--- config.mk ---
export PLATFORM = sky130hd
export DESIGN_NAME = ccpd_top
export DESIGN_NICKNAME = d
export VERILOG_FILES = /design/src/sampler_pkg.sv /design/src/adc_channel_rx.sv /design/src/adc_trigger.sv /design/src/ccpd_top.sv /design/src/pulse_gen.sv /design/src/rr_arbiter.sv
export SDC_FILE = /design/constraint.sdc
export NUM_CORES = 1
export LEC_CHECK = 0
export BUFFER_PORTS_ARGS = -buffer_cell sky130_fd_sc_hd__buf_2
export CAP_MARGIN = 20
export CORE_MARGIN = 10
export CORE_UTILIZATION = 40
export CTS_CLUSTER_SIZE = 14
export DETAILED_ROUTE_END_ITERATION = 7
export MAX_ROUTING_LAYER = met4
export PLACE_DENSITY = 0.58
export SYNTH_ARGS = -nofsm -noshare
export SYNTH_HDL_FRONTEND = slang
export SYNTH_SLANG_ARGS = --single-unit
--- constraint.sdc ---
create_clock -name ADC_ENC -period 5.5 [get_ports ADC_ENC]
set_input_delay 0.825 -clock ADC_ENC [delete_from_list [all_inputs] [get_ports ADC_ENC]]
set_output_delay 0.825 -clock ADC_ENC [all_outputs]
set_load 0.005 [all_outputs]
--- src/sampler_pkg.sv ---
////////////////////
// Shared widths, types and FSM states for the ADC_ENC domain
// FIFO_DEPTH must be a power of two
// N_CH must fit in CH_ID_W bits
////////////////////

package sampler_pkg;

    localparam int N_CH       = 4;
    localparam int SAMPLE_W   = 14;
    localparam int CH_ID_W    = 2;
    localparam int CNT_W      = 8;
    localparam int FIFO_DEPTH = 16;
    localparam int FIFO_PTR_W = $clog2(FIFO_DEPTH);
    localparam int FIFO_CNT_W = FIFO_PTR_W + 1;     // Fill count reaches FIFO_DEPTH
    localparam int WORD_W     = 32;
    localparam int RSVD_W     = WORD_W - 2 - CH_ID_W - SAMPLE_W;

    typedef logic [SAMPLE_W-1:0] sample_t;
    typedef logic [CNT_W-1:0]    cnt_t;

    // Output stream word, unused bits stay zero
    typedef struct packed {
        logic               first;      // Bit 31, first word of a record
        logic               rsvd_hi;    // Bit 30
        logic [CH_ID_W-1:0] ch_id;      // Bits 29..28
        logic [RSVD_W-1:0]  rsvd_lo;    // Bits 27..14
        sample_t            sample;     // Bits 13..0
    } out_word_t;

    typedef enum logic [1:0] {
        IDLE,
        DELAY,
        HIGH
    } pulse_state_t;

    typedef enum logic {
        WAIT_TRIG,
        RECORD
    } rx_state_t;

    typedef enum logic {
        TRIG_GATE,
        TRIG_THRESH
    } trig_src_t;

endpackage

--- src/adc_channel_rx.sv ---
////////////////////
// One ADC channel, records i_rec_len samples per trigger
// i_rec_len at least 1 and stable during a record
// First-word-fall-through FIFO, o_lost is sticky until reset
////////////////////

`timescale 1ns/1ps

module adc_channel_rx #(
    parameter int CH_ID = 0
) (
    input  logic                   ADC_ENC,
    input  logic                   i_rst_n,
    input  logic                   i_trig,
    input  sampler_pkg::sample_t   i_sample,
    input  sampler_pkg::cnt_t      i_rec_len,
    input  logic                   i_read,
    output logic                   o_empty,
    output sampler_pkg::out_word_t o_data,
    output logic                   o_lost
);
    import sampler_pkg::*;

    rx_state_t             state;
    cnt_t                  rec_cnt;
    out_word_t             mem [FIFO_DEPTH];
    logic [FIFO_PTR_W-1:0] wr_ptr;
    logic [FIFO_PTR_W-1:0] rd_ptr;
    logic [FIFO_CNT_W-1:0] fill;
    out_word_t             wr_word;
    logic                  full;
    logic                  wr_req;
    logic                  do_wr;
    logic                  do_rd;

    assign full    = (fill == FIFO_CNT_W'(FIFO_DEPTH));
    assign o_empty = (fill == '0);
    assign o_data  = mem[rd_ptr];
    assign wr_req  = (state == RECORD);
    assign do_wr   = wr_req & ~full;
    assign do_rd   = i_read & ~o_empty;

    always_comb
    begin
        wr_word        = '0;
        wr_word.first  = (rec_cnt == '0);
        wr_word.ch_id  = CH_ID_W'(CH_ID);
        wr_word.sample = i_sample;
    end

    ////////////////////
    // Record FSM
    always_ff @(posedge ADC_ENC)
    begin
        if (!i_rst_n)
        begin
            state   <= WAIT_TRIG;
            rec_cnt <= '0;
        end
        else if (state == WAIT_TRIG)
        begin
            rec_cnt <= '0;
            if (i_trig)
                state <= RECORD;
        end
        else if (rec_cnt == i_rec_len - cnt_t'(1))
        begin
            state <= WAIT_TRIG;     // Last sample written this cycle
        end
        else
        begin
            rec_cnt <= rec_cnt + 1'b1;
        end
    end

    ////////////////////
    // FIFO
    always_ff @(posedge ADC_ENC)
    begin
        if (do_wr)
            mem[wr_ptr] <= wr_word;
    end

    always_ff @(posedge ADC_ENC)
    begin
        if (!i_rst_n)
        begin
            wr_ptr <= '0;
            rd_ptr <= '0;
            fill   <= '0;
            o_lost <= 1'b0;
        end
        else
        begin
            if (do_wr)
                wr_ptr <= wr_ptr + 1'b1;    // Wraps, depth is a power of two
            if (do_rd)
                rd_ptr <= rd_ptr + 1'b1;
            case ({do_wr, do_rd})
                2'b10:   fill <= fill + 1'b1;
                2'b01:   fill <= fill - 1'b1;
                default: fill <= fill;
            endcase
            if (wr_req && full)
                o_lost <= 1'b1;     // Word dropped
        end
    end

endmodule

--- src/adc_trigger.sv ---
////////////////////
// ADC trigger from gate edge or channel 0 threshold crossing
// o_trig is one cycle wide, one cycle after the event
////////////////////

`timescale 1ns/1ps

module adc_trigger (
    input  logic                   ADC_ENC,
    input  logic                   i_rst_n,
    input  sampler_pkg::trig_src_t i_src,
    input  logic                   i_gate,
    input  sampler_pkg::sample_t   i_sample,
    input  sampler_pkg::sample_t   i_threshold,
    output logic                   o_trig
);
    import sampler_pkg::*;

    logic gate_q;
    logic above;
    logic above_q;
    logic gate_evt;
    logic thresh_evt;

    assign above      = (i_sample > i_threshold);
    assign gate_evt   = i_gate & ~gate_q;       // Gate rising edge
    assign thresh_evt = above & ~above_q;       // First sample over threshold

    // Previous above-threshold result follows the sample in every cycle
    always_ff @(posedge ADC_ENC)
    begin
        above_q <= above;
    end

    always_ff @(posedge ADC_ENC)
    begin
        if (!i_rst_n)
        begin
            gate_q <= 1'b0;
            o_trig <= 1'b0;
        end
        else
        begin
            gate_q <= i_gate;
            o_trig <= (i_src == TRIG_GATE) ? gate_evt : thresh_evt;
        end
    end

endmodule

--- src/ccpd_top.sv ---
////////////////////
// CCPD board logic in the ADC encode clock domain
// Gate and injection pulses, ADC trigger, four receive
// channels and the merged 32-bit output stream
// Configuration inputs are expected static while running
////////////////////

`timescale 1ns/1ps

module ccpd_top (
    input  logic                                       ADC_ENC,
    input  logic                                       i_rst_n,
    input  logic                                       i_gate_start,
    input  sampler_pkg::cnt_t                          i_gate_delay,
    input  sampler_pkg::cnt_t                          i_gate_width,
    input  sampler_pkg::cnt_t                          i_inj_delay,
    input  sampler_pkg::cnt_t                          i_inj_width,
    input  sampler_pkg::cnt_t                          i_rec_len,
    input  sampler_pkg::trig_src_t                     i_trig_src,
    input  sampler_pkg::sample_t                       i_threshold,
    input  sampler_pkg::sample_t [sampler_pkg::N_CH-1:0] i_adc_sample,
    input  logic [sampler_pkg::N_CH-1:0]               i_ch_en,
    input  logic                                       i_out_ready,
    output logic                                       o_ccpd_gate,
    output logic                                       o_ccpd_injection,
    output logic                                       o_out_valid,
    output sampler_pkg::out_word_t                     o_out_data,
    output logic [sampler_pkg::N_CH-1:0]               o_lost
);
    import sampler_pkg::*;

    logic                   gate_pulse;
    logic                   adc_trig;
    logic [N_CH-1:0]        ch_empty;
    logic [N_CH-1:0]        ch_read;
    out_word_t [N_CH-1:0]   ch_data;

    assign o_ccpd_gate = gate_pulse;

    ////////////////////
    // Pulses
    pulse_gen gate_gen (
        .ADC_ENC (ADC_ENC),
        .i_rst_n (i_rst_n),
        .i_start (i_gate_start),
        .i_delay (i_gate_delay),
        .i_width (i_gate_width),
        .o_pulse (gate_pulse)
    );

    pulse_gen inj_gen (
        .ADC_ENC (ADC_ENC),
        .i_rst_n (i_rst_n),
        .i_start (gate_pulse),      // Injection follows the gate edge
        .i_delay (i_inj_delay),
        .i_width (i_inj_width),
        .o_pulse (o_ccpd_injection)
    );

    ////////////////////
    // Trigger and channels
    adc_trigger trig_unit (
        .ADC_ENC     (ADC_ENC),
        .i_rst_n     (i_rst_n),
        .i_src       (i_trig_src),
        .i_gate      (gate_pulse),
        .i_sample    (i_adc_sample[0]),     // Threshold on channel 0 only
        .i_threshold (i_threshold),
        .o_trig      (adc_trig)
    );

    for (genvar i = 0; i < N_CH; i++)
    begin : ch_gen
        adc_channel_rx #(
            .CH_ID (i)
        ) rx (
            .ADC_ENC   (ADC_ENC),
            .i_rst_n   (i_rst_n),
            .i_trig    (adc_trig),
            .i_sample  (i_adc_sample[i]),
            .i_rec_len (i_rec_len),
            .i_read    (ch_read[i]),
            .o_empty   (ch_empty[i]),
            .o_data    (ch_data[i]),
            .o_lost    (o_lost[i])
        );
    end

    rr_arbiter arbiter (
        .ADC_ENC     (ADC_ENC),
        .i_rst_n     (i_rst_n),
        .i_ch_en     (i_ch_en),
        .i_empty     (ch_empty),
        .i_data      (ch_data),
        .o_read      (ch_read),
        .o_out_valid (o_out_valid),
        .o_out_data  (o_out_data),
        .i_out_ready (i_out_ready)
    );

endmodule

--- src/pulse_gen.sv ---
////////////////////
// Delay-then-width pulse on a rising edge of i_start
// i_delay and i_width are ADC_ENC cycles, both at least 1
// Start edges seen while busy are dropped
////////////////////

`timescale 1ns/1ps

module pulse_gen (
    input  logic              ADC_ENC,
    input  logic              i_rst_n,
    input  logic              i_start,
    input  sampler_pkg::cnt_t i_delay,
    input  sampler_pkg::cnt_t i_width,
    output logic              o_pulse
);
    import sampler_pkg::*;

    pulse_state_t state;
    cnt_t         cnt;          // Delay first, then width
    logic         start_q;
    logic         start_rise;

    assign start_rise = i_start & ~start_q;

    always_ff @(posedge ADC_ENC)
    begin
        if (!i_rst_n)
        begin
            state   <= IDLE;
            cnt     <= '0;
            start_q <= 1'b0;
            o_pulse <= 1'b0;
        end
        else
        begin
            start_q <= i_start;
            case (state)
                IDLE:
                begin
                    if (start_rise)
                    begin
                        state <= DELAY;
                        cnt   <= i_delay;   // One extra cycle gives D+1 to the first high
                    end
                end
                DELAY:
                begin
                    if (cnt == '0)
                    begin
                        state   <= HIGH;
                        cnt     <= i_width - 1'b1;
                        o_pulse <= 1'b1;
                    end
                    else
                    begin
                        cnt <= cnt - 1'b1;
                    end
                end
                HIGH:
                begin
                    if (cnt == '0)
                    begin
                        state   <= IDLE;
                        o_pulse <= 1'b0;
                    end
                    else
                    begin
                        cnt <= cnt - 1'b1;
                    end
                end
                default:
                begin
                    state   <= IDLE;
                    o_pulse <= 1'b0;
                end
            endcase
        end
    end

endmodule

--- src/rr_arbiter.sv ---
////////////////////
// Round-robin merge of the channel FIFOs
// One read strobe per cycle at most
// Output held until i_out_ready
////////////////////

`timescale 1ns/1ps

module rr_arbiter (
    input  logic                                        ADC_ENC,
    input  logic                                        i_rst_n,
    input  logic [sampler_pkg::N_CH-1:0]                i_ch_en,
    input  logic [sampler_pkg::N_CH-1:0]                i_empty,
    input  sampler_pkg::out_word_t [sampler_pkg::N_CH-1:0] i_data,
    output logic [sampler_pkg::N_CH-1:0]                o_read,
    output logic                                        o_out_valid,
    output sampler_pkg::out_word_t                      o_out_data,
    input  logic                                        i_out_ready
);
    import sampler_pkg::*;

    logic [N_CH-1:0]    req;
    logic [CH_ID_W-1:0] last_q;
    logic [CH_ID_W-1:0] cand;
    logic [CH_ID_W-1:0] gnt;
    logic               found;
    logic               can_load;
    logic               load;

    assign req      = i_ch_en & ~i_empty;
    assign can_load = ~o_out_valid | i_out_ready;   // Register empty or draining
    assign load     = found & can_load;

    // Descending scan lets the nearest requester after last_q win
    always_comb
    begin
        cand  = last_q;
        gnt   = last_q;
        found = 1'b0;
        for (int off = N_CH; off >= 1; off--)
        begin
            cand = CH_ID_W'((int'(last_q) + off) % N_CH);
            if (req[cand])
            begin
                gnt   = cand;
                found = 1'b1;
            end
        end
    end

    always_comb
    begin
        o_read = '0;
        if (load)
            o_read[gnt] = 1'b1;
    end

    always_ff @(posedge ADC_ENC)
    begin
        if (!i_rst_n)
        begin
            last_q      <= '0;
            o_out_valid <= 1'b0;
        end
        else if (load)
        begin
            last_q      <= gnt;
            o_out_valid <= 1'b1;
        end
        else if (i_out_ready)
        begin
            o_out_valid <= 1'b0;
        end
    end

    always_ff @(posedge ADC_ENC)
    begin
        if (load)
            o_out_data <= i_data[gnt];  // FWFT head word
    end

endmodule

==> metrics.txt, run 1 <==
# TYPE chip_impl_metric gauge
chip_impl_metric{name="total_design_power",unit="mW"} 20.5
chip_impl_metric{name="cellPowerDensity",unit="mW/mm^2"} 386
chip_impl_metric{name="critPathArrivalTime",unit="ns"} 5.24
chip_impl_metric{name="relSlewSlack",unit="%"} 21.1
chip_impl_info{name="rsz_0062_raised_after_global_routing",value="no"} 1
chip_impl_metric{name="hold_bufs_at_cts",unit=""} 0
chip_impl_metric{name="worst-r2r-cell-count",unit=""} 15
chip_impl_metric{name="max_freq",unit="GHz"} 0.216
chip_impl_metric{name="cts_htree_levels",unit=""} 3
chip_impl_metric{name="post-route-drc-count",unit=""} 0
chip_impl_metric{name="grt_remaining_overflow",unit=""} 0
chip_impl_metric{name="synth-seq-area-share",unit="%"} 69.5
chip_impl_metric{name="floorplan.die.width",unit="um"} 360
chip_impl_info{name="worst_r2r_endpoint",value="ch_gen[0].rx.fill[4]"} 1
chip_impl_info{name="crit-reg2reg-launch",value="ch_gen[3].rx.fill[0]"} 1
chip_impl_metric{name="flow.area_growth_from_synthesis",unit="%"} 15.3
chip_impl_metric{name="fin_setup_tns",unit="ns"} 0
chip_impl_metric{name="initial_core_util",unit="%"} 40.3
chip_impl_info{name="critical_path.cell_chain",value="or4_4 > o21ai_4 > o2bb2ai_1 > a2111oi_4 > nand2_1 > inv_1 > ha_1 > xor2_1 > ha_1 > inv_1 > nor3b_1 > or2_2 > o311ai_0 > a41oi_1 > mux2i_1"} 1
chip_impl_metric{name="wire_per_inst",unit="um"} 24.8
chip_impl_metric{name="floorplan.rows",unit=""} 124
chip_impl_info{name="cpLargestDelayFamily",value="compound AO/OA/AOI/OAI gates"} 1
chip_impl_info{name="cp-start-kind",value="flip-flop"} 1
chip_impl_metric{name="global_router_s_overall_resource_usage",unit="%"} 17.0
chip_impl_metric{name="drt_iter0_markers",unit=""} 2091
chip_impl_metric{name="ff2ff_setup_slack",unit="ns"} 0.87
chip_impl_metric{name="io_pins",unit=""} 158
chip_impl_metric{name="synth_seq_cells",unit=""} 1114
chip_impl_metric{name="drt-vias-per-instance",unit=""} 5.44
chip_impl_metric{name="path_depth",unit=""} 15
chip_impl_info{name="crit_type",value="reg -> reg"} 1
chip_impl_metric{name="grt_antenna_before_repair",unit=""} 19
chip_impl_metric{name="ys_types",unit=""} 75
chip_impl_metric{name="cts.sink_count",unit=""} 1114
chip_impl_metric{name="post_synth.cell_area_avg",unit="sq um"} 18.2
chip_impl_metric{name="die_h",unit="um"} 360
chip_impl_info{name="crit_path_end_kind",value="flip-flop"} 1
chip_impl_metric{name="synth_edf_count",unit=""} 977
chip_impl_info{name="cpMaxStageDelayCell",value="a2111oi_4"} 1
chip_impl_info{name="layout_commonest_cell",value="edfxtp_1"} 1
chip_impl_metric{name="io_buffers",unit=""} 142
chip_impl_metric{name="core_region_area",unit="sq mm"} 0.114
chip_impl_metric{name="die-area",unit="sq mm"} 0.129
chip_impl_metric{name="routed-via-count",unit=""} 23727
chip_impl_metric{name="fin_crit",unit="ns"} 4.63
chip_impl_metric{name="firstDrtPassIters",unit=""} 6
chip_impl_info{name="cts_tree",value="built"} 1
chip_impl_metric{name="final-setup-viol-count",unit=""} 0
chip_impl_metric{name="netlist_instances",unit=""} 2532
chip_impl_metric{name="finalWirelength",unit="mm"} 108
chip_impl_metric{name="finalClockSkew",unit="ns"} 0.0285
chip_impl_metric{name="gpl.final_weighted_congestion",unit=""} 0.835
chip_impl_metric{name="p_leak",unit="nW"} 17.3
chip_impl_metric{name="cts_post_setup_buffers_inserted",unit=""} 0
chip_impl_metric{name="cts_buffer_depth",unit=""} 3
chip_impl_metric{name="finalNetCount",unit=""} 2922
chip_impl_info{name="hold_class",value="in -> reg"} 1
chip_impl_metric{name="worst_pin_slew",unit="ns"} 1.18
chip_impl_metric{name="worst_skew_pair.late_latency",unit="ns"} 0.70
chip_impl_metric{name="crit_buf_inv",unit=""} 2
chip_impl_metric{name="post_synth_instance_area",unit="sq mm"} 0.0461
chip_impl_metric{name="cts.reportedPaths.clkPinSlew",unit="ns"} 0.06
chip_impl_metric{name="slew_viol_final",unit=""} 0
chip_impl_info{name="mostFrequentLayoutCells",value="edfxtp_1 (977), mux4_2 (300), buf_2 (141)"} 1
chip_impl_metric{name="min_period_over_period",unit="%"} 84.2
chip_impl_metric{name="yosys_warnings",unit=""} 0
chip_impl_metric{name="grt_max_degree",unit=""} 65
chip_impl_metric{name="synthArstFlopShare",unit="%"} 0
chip_impl_metric{name="antenna_left",unit=""} 0
chip_impl_metric{name="place.detailed.hpwl",unit="mm"} 67.0
chip_impl_metric{name="drive_gt1_share",unit="%"} 26.3
chip_impl_metric{name="layout.filler_cells",unit=""} 9508
chip_impl_metric{name="path_max_fanout",unit=""} 13
chip_impl_metric{name="finalHoldViolations",unit=""} 0
chip_impl_metric{name="grt_first_pass_wirelength",unit="mm"} 163
chip_impl_info{name="endpoint",value="ch_gen[0].rx.fill[4]"} 1
chip_impl_metric{name="grt_pass1_vias",unit=""} 24946
chip_impl_metric{name="drv_cap",unit=""} 0
chip_impl_metric{name="cts_resized",unit=""} 0
chip_impl_metric{name="critPathMaxStageDelay",unit="ns"} 0.69
chip_impl_metric{name="max-vdd-ir-drop",unit="uV"} 275
chip_impl_info{name="crit_start",value="ch_gen[3].rx.fill[0]"} 1
chip_impl_info{name="outcome",value="finished, final reports clean"} 1
chip_impl_metric{name="data_required_time_at_the_worst_endpoint",unit="ns"} 6.11
chip_impl_info{name="clock-root-buffer",value="clkbuf_16"} 1
chip_impl_metric{name="cts-buffers-inserted",unit=""} 116
chip_impl_info{name="yosys_most_used_dff",value="edfxtp_1"} 1
-- report_power, final --
part | leakage, nW | total (mW) | switching [mW] | internal, mW
clock network | 1.96 | 8.16 | 3.25 | 4.91
logic | 5.46 | 2.65 | 1.47 | 1.18
registers | 9.91 | 9.73 | 0.303 | 9.43
total | 17.3 | 20.5 | 5.03 | 15.5
-- flip-flops by register name, summed over array words and instances, names as in the netlist, 2 cells and up, named ones only --
name                count
arbiter.last_q          2
arbiter.o_out_data     17
ch_gen.rx.fill         20
ch_gen.rx.mem         960
ch_gen.rx.o_lost        4
ch_gen.rx.rd_ptr       16
ch_gen.rx.rec_cnt      32
ch_gen.rx.state         4
ch_gen.rx.wr_ptr       16
gate_gen.cnt            8
gate_gen.state          2
inj_gen.cnt             8
inj_gen.state           2
-- worst min-delay path by stage --
stage                                    from                   to  slack [ns]  cells after the start
after CTS                        i_gate_start     gate_gen.start_q        0.30                      2
after global routing             i_gate_start     gate_gen.start_q        0.31                      2
final                            i_gate_start     gate_gen.start_q        0.35                      2
after detailed placement      inj_gen.o_pulse      inj_gen.o_pulse        0.48                      2
after floorplan           ch_gen[0].rx.o_lost  ch_gen[0].rx.o_lost        0.46                      2
after global placement        inj_gen.o_pulse      inj_gen.o_pulse        0.47                      2
-- kinds of logic (layout without fill, tap and decap cells) --
logic type	Yosys count	count (layout)	synth area share (%)
simple gates	478	478	5.47
flops	1114	1114	69.5
other cells	1	27	0.00813
compound gates	210	210	3.14
xor+xnor	110	110	2.69
fa+ha+maj	65	65	1.76
mux	336	336	15.4
buf+inv	218	513	1.96
-- cells in the mapped netlist, types with 28 or more instances --
master / n / area share, %
nand2_1: 97 / 0.79
nor2_1: 121 / 0.98
xor2_1: 32 / 0.61
mux2i_1: 36 / 0.78
dfxtp_1: 137 / 5.9
ha_1: 65 / 1.8
nand4_1: 28 / 0.38
inv_1: 65 / 0.53
o21ai_0: 30 / 0.33
edfxtp_1: 977 / 64
a21oi_1: 54 / 0.59
nor2b_1: 43 / 0.58
clkbuf_1: 106 / 0.86
mux4_2: 300 / 15
xnor2_1: 58 / 1.1
and2_1: 43 / 0.58
-- cell type report --
| cell class | instances | area, sq um | share of cell area (%) |
|---|---|---|---|
| antenna | 12 | 30.0 | 0.0564 |
| clock buffer | 151 | 3170 | 5.96 |
| clock inverter | 70 | 846 | 1.59 |
| inverter | 68 | 255 | 0.480 |
| multi-input combinational | 1214 | 13300 | 25.0 |
| sequential | 1114 | 32100 | 60.3 |
| tap | 1512 | 1890 | 3.56 |
| timing repair buffer | 224 | 1630 | 3.06 |
-- per-stage QoR --
step | setup slack (ns) | util [%] | instances | area [sq um] | hold slack [ns]
final | 0.871 | 46.5 | 4365 | 53200 | 0.352
after global routing | 0.397 | 46.5 | 4364 | 53200 | 0.312
after CTS | 0.917 | 46.2 | 4339 | 52900 | 0.296
after detailed placement | 0.967 | 42.7 | 4118 | 48900 | 0.479
after global placement | 1.28 | 42.6 | 4111 | 48700 | 0.469
after floorplan | 1.39 | - | 2546 | 46200 | 0.460
-- per-layer routing --
metal	routed length (um)	up-vias	track usage, %
met1	46700	12384	22.6
met2	52800	677	26.9
met3	6420	173	3.31
met4	2300	0	4.09
met5	0	-	-
li1	-	10493	-
Note: power is estimated with default switching activity, not from simulation.
==> run 2: changes to the inputs <==
ABC_AREA = 1   (was not set)
PLACE_DENSITY = 0.61   (was 0.58)
clock period = 4 ns   (was 5.5 ns; I/O delays follow)
==> metrics.txt, run 2 <==
# TYPE chip_impl_metric gauge
chip_impl_metric{name="finalNetCount",unit=""} 4262
chip_impl_metric{name="data_required_time_at_the_worst_endpoint",unit="ns"} 4.42
chip_impl_info{name="crit_type",value="reg -> reg"} 1
chip_impl_metric{name="antenna_left",unit=""} 0
chip_impl_metric{name="fin_setup_tns",unit="ns"} 0
chip_impl_metric{name="drive_gt1_share",unit="%"} 12.2
chip_impl_metric{name="floorplan.rows",unit=""} 125
chip_impl_metric{name="relSlewSlack",unit="%"} 26.9
chip_impl_info{name="cp-start-kind",value="flip-flop"} 1
chip_impl_metric{name="max-vdd-ir-drop",unit="uV"} 474
chip_impl_metric{name="fin_crit",unit="ns"} 3.30
chip_impl_metric{name="cts.reportedPaths.clkPinSlew",unit="ns"} 0.06
chip_impl_metric{name="place.detailed.hpwl",unit="mm"} 72.7
chip_impl_metric{name="routed-via-count",unit=""} 31344
chip_impl_metric{name="finalWirelength",unit="mm"} 120
chip_impl_metric{name="wire_per_inst",unit="um"} 21.0
chip_impl_metric{name="p_leak",unit="nW"} 18.1
chip_impl_info{name="layout_commonest_cell",value="edfxtp_1"} 1
chip_impl_metric{name="grt_antenna_before_repair",unit=""} 11
chip_impl_metric{name="cts-buffers-inserted",unit=""} 113
chip_impl_metric{name="grt_remaining_overflow",unit=""} 0
chip_impl_metric{name="worst-r2r-cell-count",unit=""} 15
chip_impl_metric{name="core_region_area",unit="sq mm"} 0.116
chip_impl_metric{name="yosys_warnings",unit=""} 0
chip_impl_metric{name="cts.sink_count",unit=""} 1114
chip_impl_metric{name="global_router_s_overall_resource_usage",unit="%"} 18.2
chip_impl_metric{name="place_inst",unit=""} 5487
chip_impl_metric{name="cts_resized",unit=""} 0
chip_impl_info{name="crit_path_end_kind",value="flip-flop"} 1
chip_impl_info{name="cts_tree",value="built"} 1
chip_impl_metric{name="finalHoldViolations",unit=""} 0
chip_impl_metric{name="netlist_instances",unit=""} 3926
chip_impl_metric{name="synth_edf_count",unit=""} 977
chip_impl_info{name="reg.largest.list",value="ch_gen.rx.mem (960), ch_gen.rx.rec_cnt (32), ch_gen.rx.fill (20)"} 1
chip_impl_metric{name="min_period_over_period",unit="%"} 82.5
chip_impl_metric{name="hold_bufs_at_cts",unit=""} 0
chip_impl_metric{name="flow.area_growth_from_synthesis",unit="%"} 13.8
chip_impl_metric{name="gpl.final_weighted_congestion",unit=""} 0.858
chip_impl_metric{name="floorplan.die.width",unit="um"} 361
chip_impl_metric{name="area_share_of_the_largest_cell_type_after_synthesis",unit="%"} 63.1
chip_impl_metric{name="worst_pin_slew",unit="ns"} 1.10
chip_impl_info{name="synth.largest_area_cell",value="edfxtp_1"} 1
chip_impl_metric{name="drv_cap",unit=""} 0
chip_impl_info{name="rsz_0062_raised_after_global_routing",value="no"} 1
chip_impl_metric{name="grt_max_degree",unit=""} 78
chip_impl_info{name="mostFrequentLayoutCells",value="edfxtp_1 (977), nor2_1 (599), o21ai_0 (499)"} 1
chip_impl_info{name="registers.top_by_ff_count",value="ch_gen.rx.mem"} 1
chip_impl_metric{name="drt-vias-per-instance",unit=""} 5.49
chip_impl_metric{name="synthArstFlopShare",unit="%"} 0
chip_impl_info{name="synthTopCellsByCount",value="edfxtp_1 (977), nor2_1 (611), o21ai_0 (499), nand2_1 (332), nand3_1 (242)"} 1
chip_impl_metric{name="cellPowerDensity",unit="mW/mm^2"} 582
chip_impl_metric{name="cts_buffer_depth",unit=""} 3
chip_impl_metric{name="largest_register_ff_count",unit=""} 960
chip_impl_metric{name="critPathArrivalTime",unit="ns"} 3.72
chip_impl_metric{name="initial_core_util",unit="%"} 40.1
chip_impl_metric{name="post-route-drc-count",unit=""} 0
chip_impl_metric{name="worst_skew_pair.late_latency",unit="ns"} 0.69
chip_impl_metric{name="total_design_power",unit="mW"} 30.8
chip_impl_metric{name="firstDrtPassIters",unit=""} 5
chip_impl_metric{name="grt_pass1_vias",unit=""} 30096
chip_impl_metric{name="path_max_fanout",unit=""} 31
chip_impl_metric{name="fin_cells",unit=""} 5706
chip_impl_metric{name="slew_viol_final",unit=""} 0
chip_impl_metric{name="drt_iter0_markers",unit=""} 3118
chip_impl_metric{name="final-setup-viol-count",unit=""} 0
chip_impl_metric{name="io_buffers",unit=""} 142
chip_impl_info{name="yosys_most_used_dff",value="edfxtp_1"} 1
chip_impl_metric{name="layout.filler_cells",unit=""} 10391
chip_impl_info{name="clock-root-buffer",value="clkbuf_16"} 1
chip_impl_metric{name="depth_of_the_worst_hold_timing_path",unit=""} 3
chip_impl_metric{name="post_synth.cell_area_avg",unit="sq um"} 11.9
chip_impl_info{name="yosysMostFrequentCell",value="edfxtp_1"} 1
chip_impl_metric{name="die-area",unit="sq mm"} 0.130
chip_impl_info{name="hold_class",value="in -> reg"} 1
chip_impl_metric{name="placed_cell_area",unit="sq mm"} 0.0492
chip_impl_info{name="ys_top_cells_by_area",value="edfxtp_1 (63%), dfxtp_1 (5.9%), o21ai_0 (5.4%)"} 1
chip_impl_metric{name="grt_first_pass_wirelength",unit="mm"} 182
chip_impl_info{name="outcome",value="finished, final reports clean"} 1
chip_impl_metric{name="synth-seq-area-share",unit="%"} 69.0
chip_impl_metric{name="max_freq",unit="GHz"} 0.303
chip_impl_metric{name="ys_types",unit=""} 57
chip_impl_metric{name="cts_htree_levels",unit=""} 3
chip_impl_metric{name="cts_post_setup_buffers_inserted",unit=""} 0
chip_impl_metric{name="finalClockSkew",unit="ns"} 0.0303
chip_impl_metric{name="synth_seq_cells",unit=""} 1114
chip_impl_metric{name="die_h",unit="um"} 361
chip_impl_metric{name="design_area_final",unit="sq mm"} 0.0529
chip_impl_metric{name="post_synth_instance_area",unit="sq mm"} 0.0465
chip_impl_metric{name="io_pins",unit=""} 158
run 2: changes by cell type in the layout (fill, tap and decap cells not counted), moves of 49 or more:
cell / delta
a21oi_1: +72
inv_1: +122
o221ai_1: +182
nor2_1: +478
buf_4: +49
o21ai_0: +469
nand2_1: +235
nand3_1: +231
mux4_2: -300
run 2: routing by layer:
layer / vias up / track usage [%] / part of all wire [%]
li1: 14697 / - / -
met1: 15396 / 24.7 / 44
met2: 1048 / 28.4 / 47
met3: 203 / 2.78 / 6.4
met4: 0 / 5.02 / 2.6
met5: - / - / 0
run 2: logic make-up (layout without fill, tap and decap cells):
group / Yosys count / in the layout / share of synthesized area, %
AND/OR/NAND/NOR: 1310 / 1310 / 12.1
flip-flops: 1114 / 1114 / 69.0
AO/OA/AOI/OAI: 947 / 947 / 12.5
buffers and inverters: 439 / 675 / 3.72
adder cells (fa/ha/maj): 65 / 65 / 1.75
XOR/XNOR: 50 / 50 / 0.957
other: 1 / 21 / 0.00806
run 2: stage by stage:
step | hold WS [ns] | utilization [%] | worst slack [ns]
4_1_cts | 0.0772 | 45.7 | 0.753
2_1_floorplan | 0.426 | - | 0.980
5_1_grt | 0.121 | 45.7 | 0.443
3_3_place_gp | 0.434 | 42.4 | 0.766
6_report | 0.121 | 45.7 | 0.700
3_5_place_dp | 0.447 | 42.4 | 0.705
run 2: path summary, 6_finish.rpt:
path / endpoint / slack [ns] / from
worst max-delay path: arbiter.o_out_data[2] / 0.70 / arbiter.last_q[0]
worst min-delay path: gate_gen.start_q / 0.12 / i_gate_start
worst max register to register: arbiter.o_out_data[2] / 0.70 / arbiter.last_q[0]
worst min register to register: ch_gen[0].rx.o_lost / 0.46 / ch_gen[0].rx.o_lost
run 2: layout make-up:
cell class                 instances  area (sq um)  area share (%)
multi-input combinational       2387         12800            24.2
antenna                            6          15.0          0.0284
tap                             1524          1910            3.60
timing repair buffer             253          1560            2.94
clock inverter                    68           674            1.27
clock buffer                     145          3060            5.79
sequential                      1114         32100            60.6
inverter                         209           791            1.49
run 2: worst max-delay path, stage by stage (launching register included):
cell and delay [ns]:
dfxtp_1 0.55, inv_2 0.13, nand3_1 0.13, nand2_1 0.10, nand2_1 0.11, nand2_1 0.07, inv_2 0.07, o21ai_2 0.05
nand2_2 0.10, nand2_4 0.22, buf_4 0.31, inv_1 0.08, buf_4 0.48, nand3_1 0.34, nand3_1 0.15, nand2_1 0.10
run 2: power by group:
group	total, mW	leakage, nW	internal [mW]	switching, mW
logic	6.76	6.41	1.95	4.81
clock network	10.6	1.82	6.17	4.44
registers	13.4	9.89	13.1	0.311
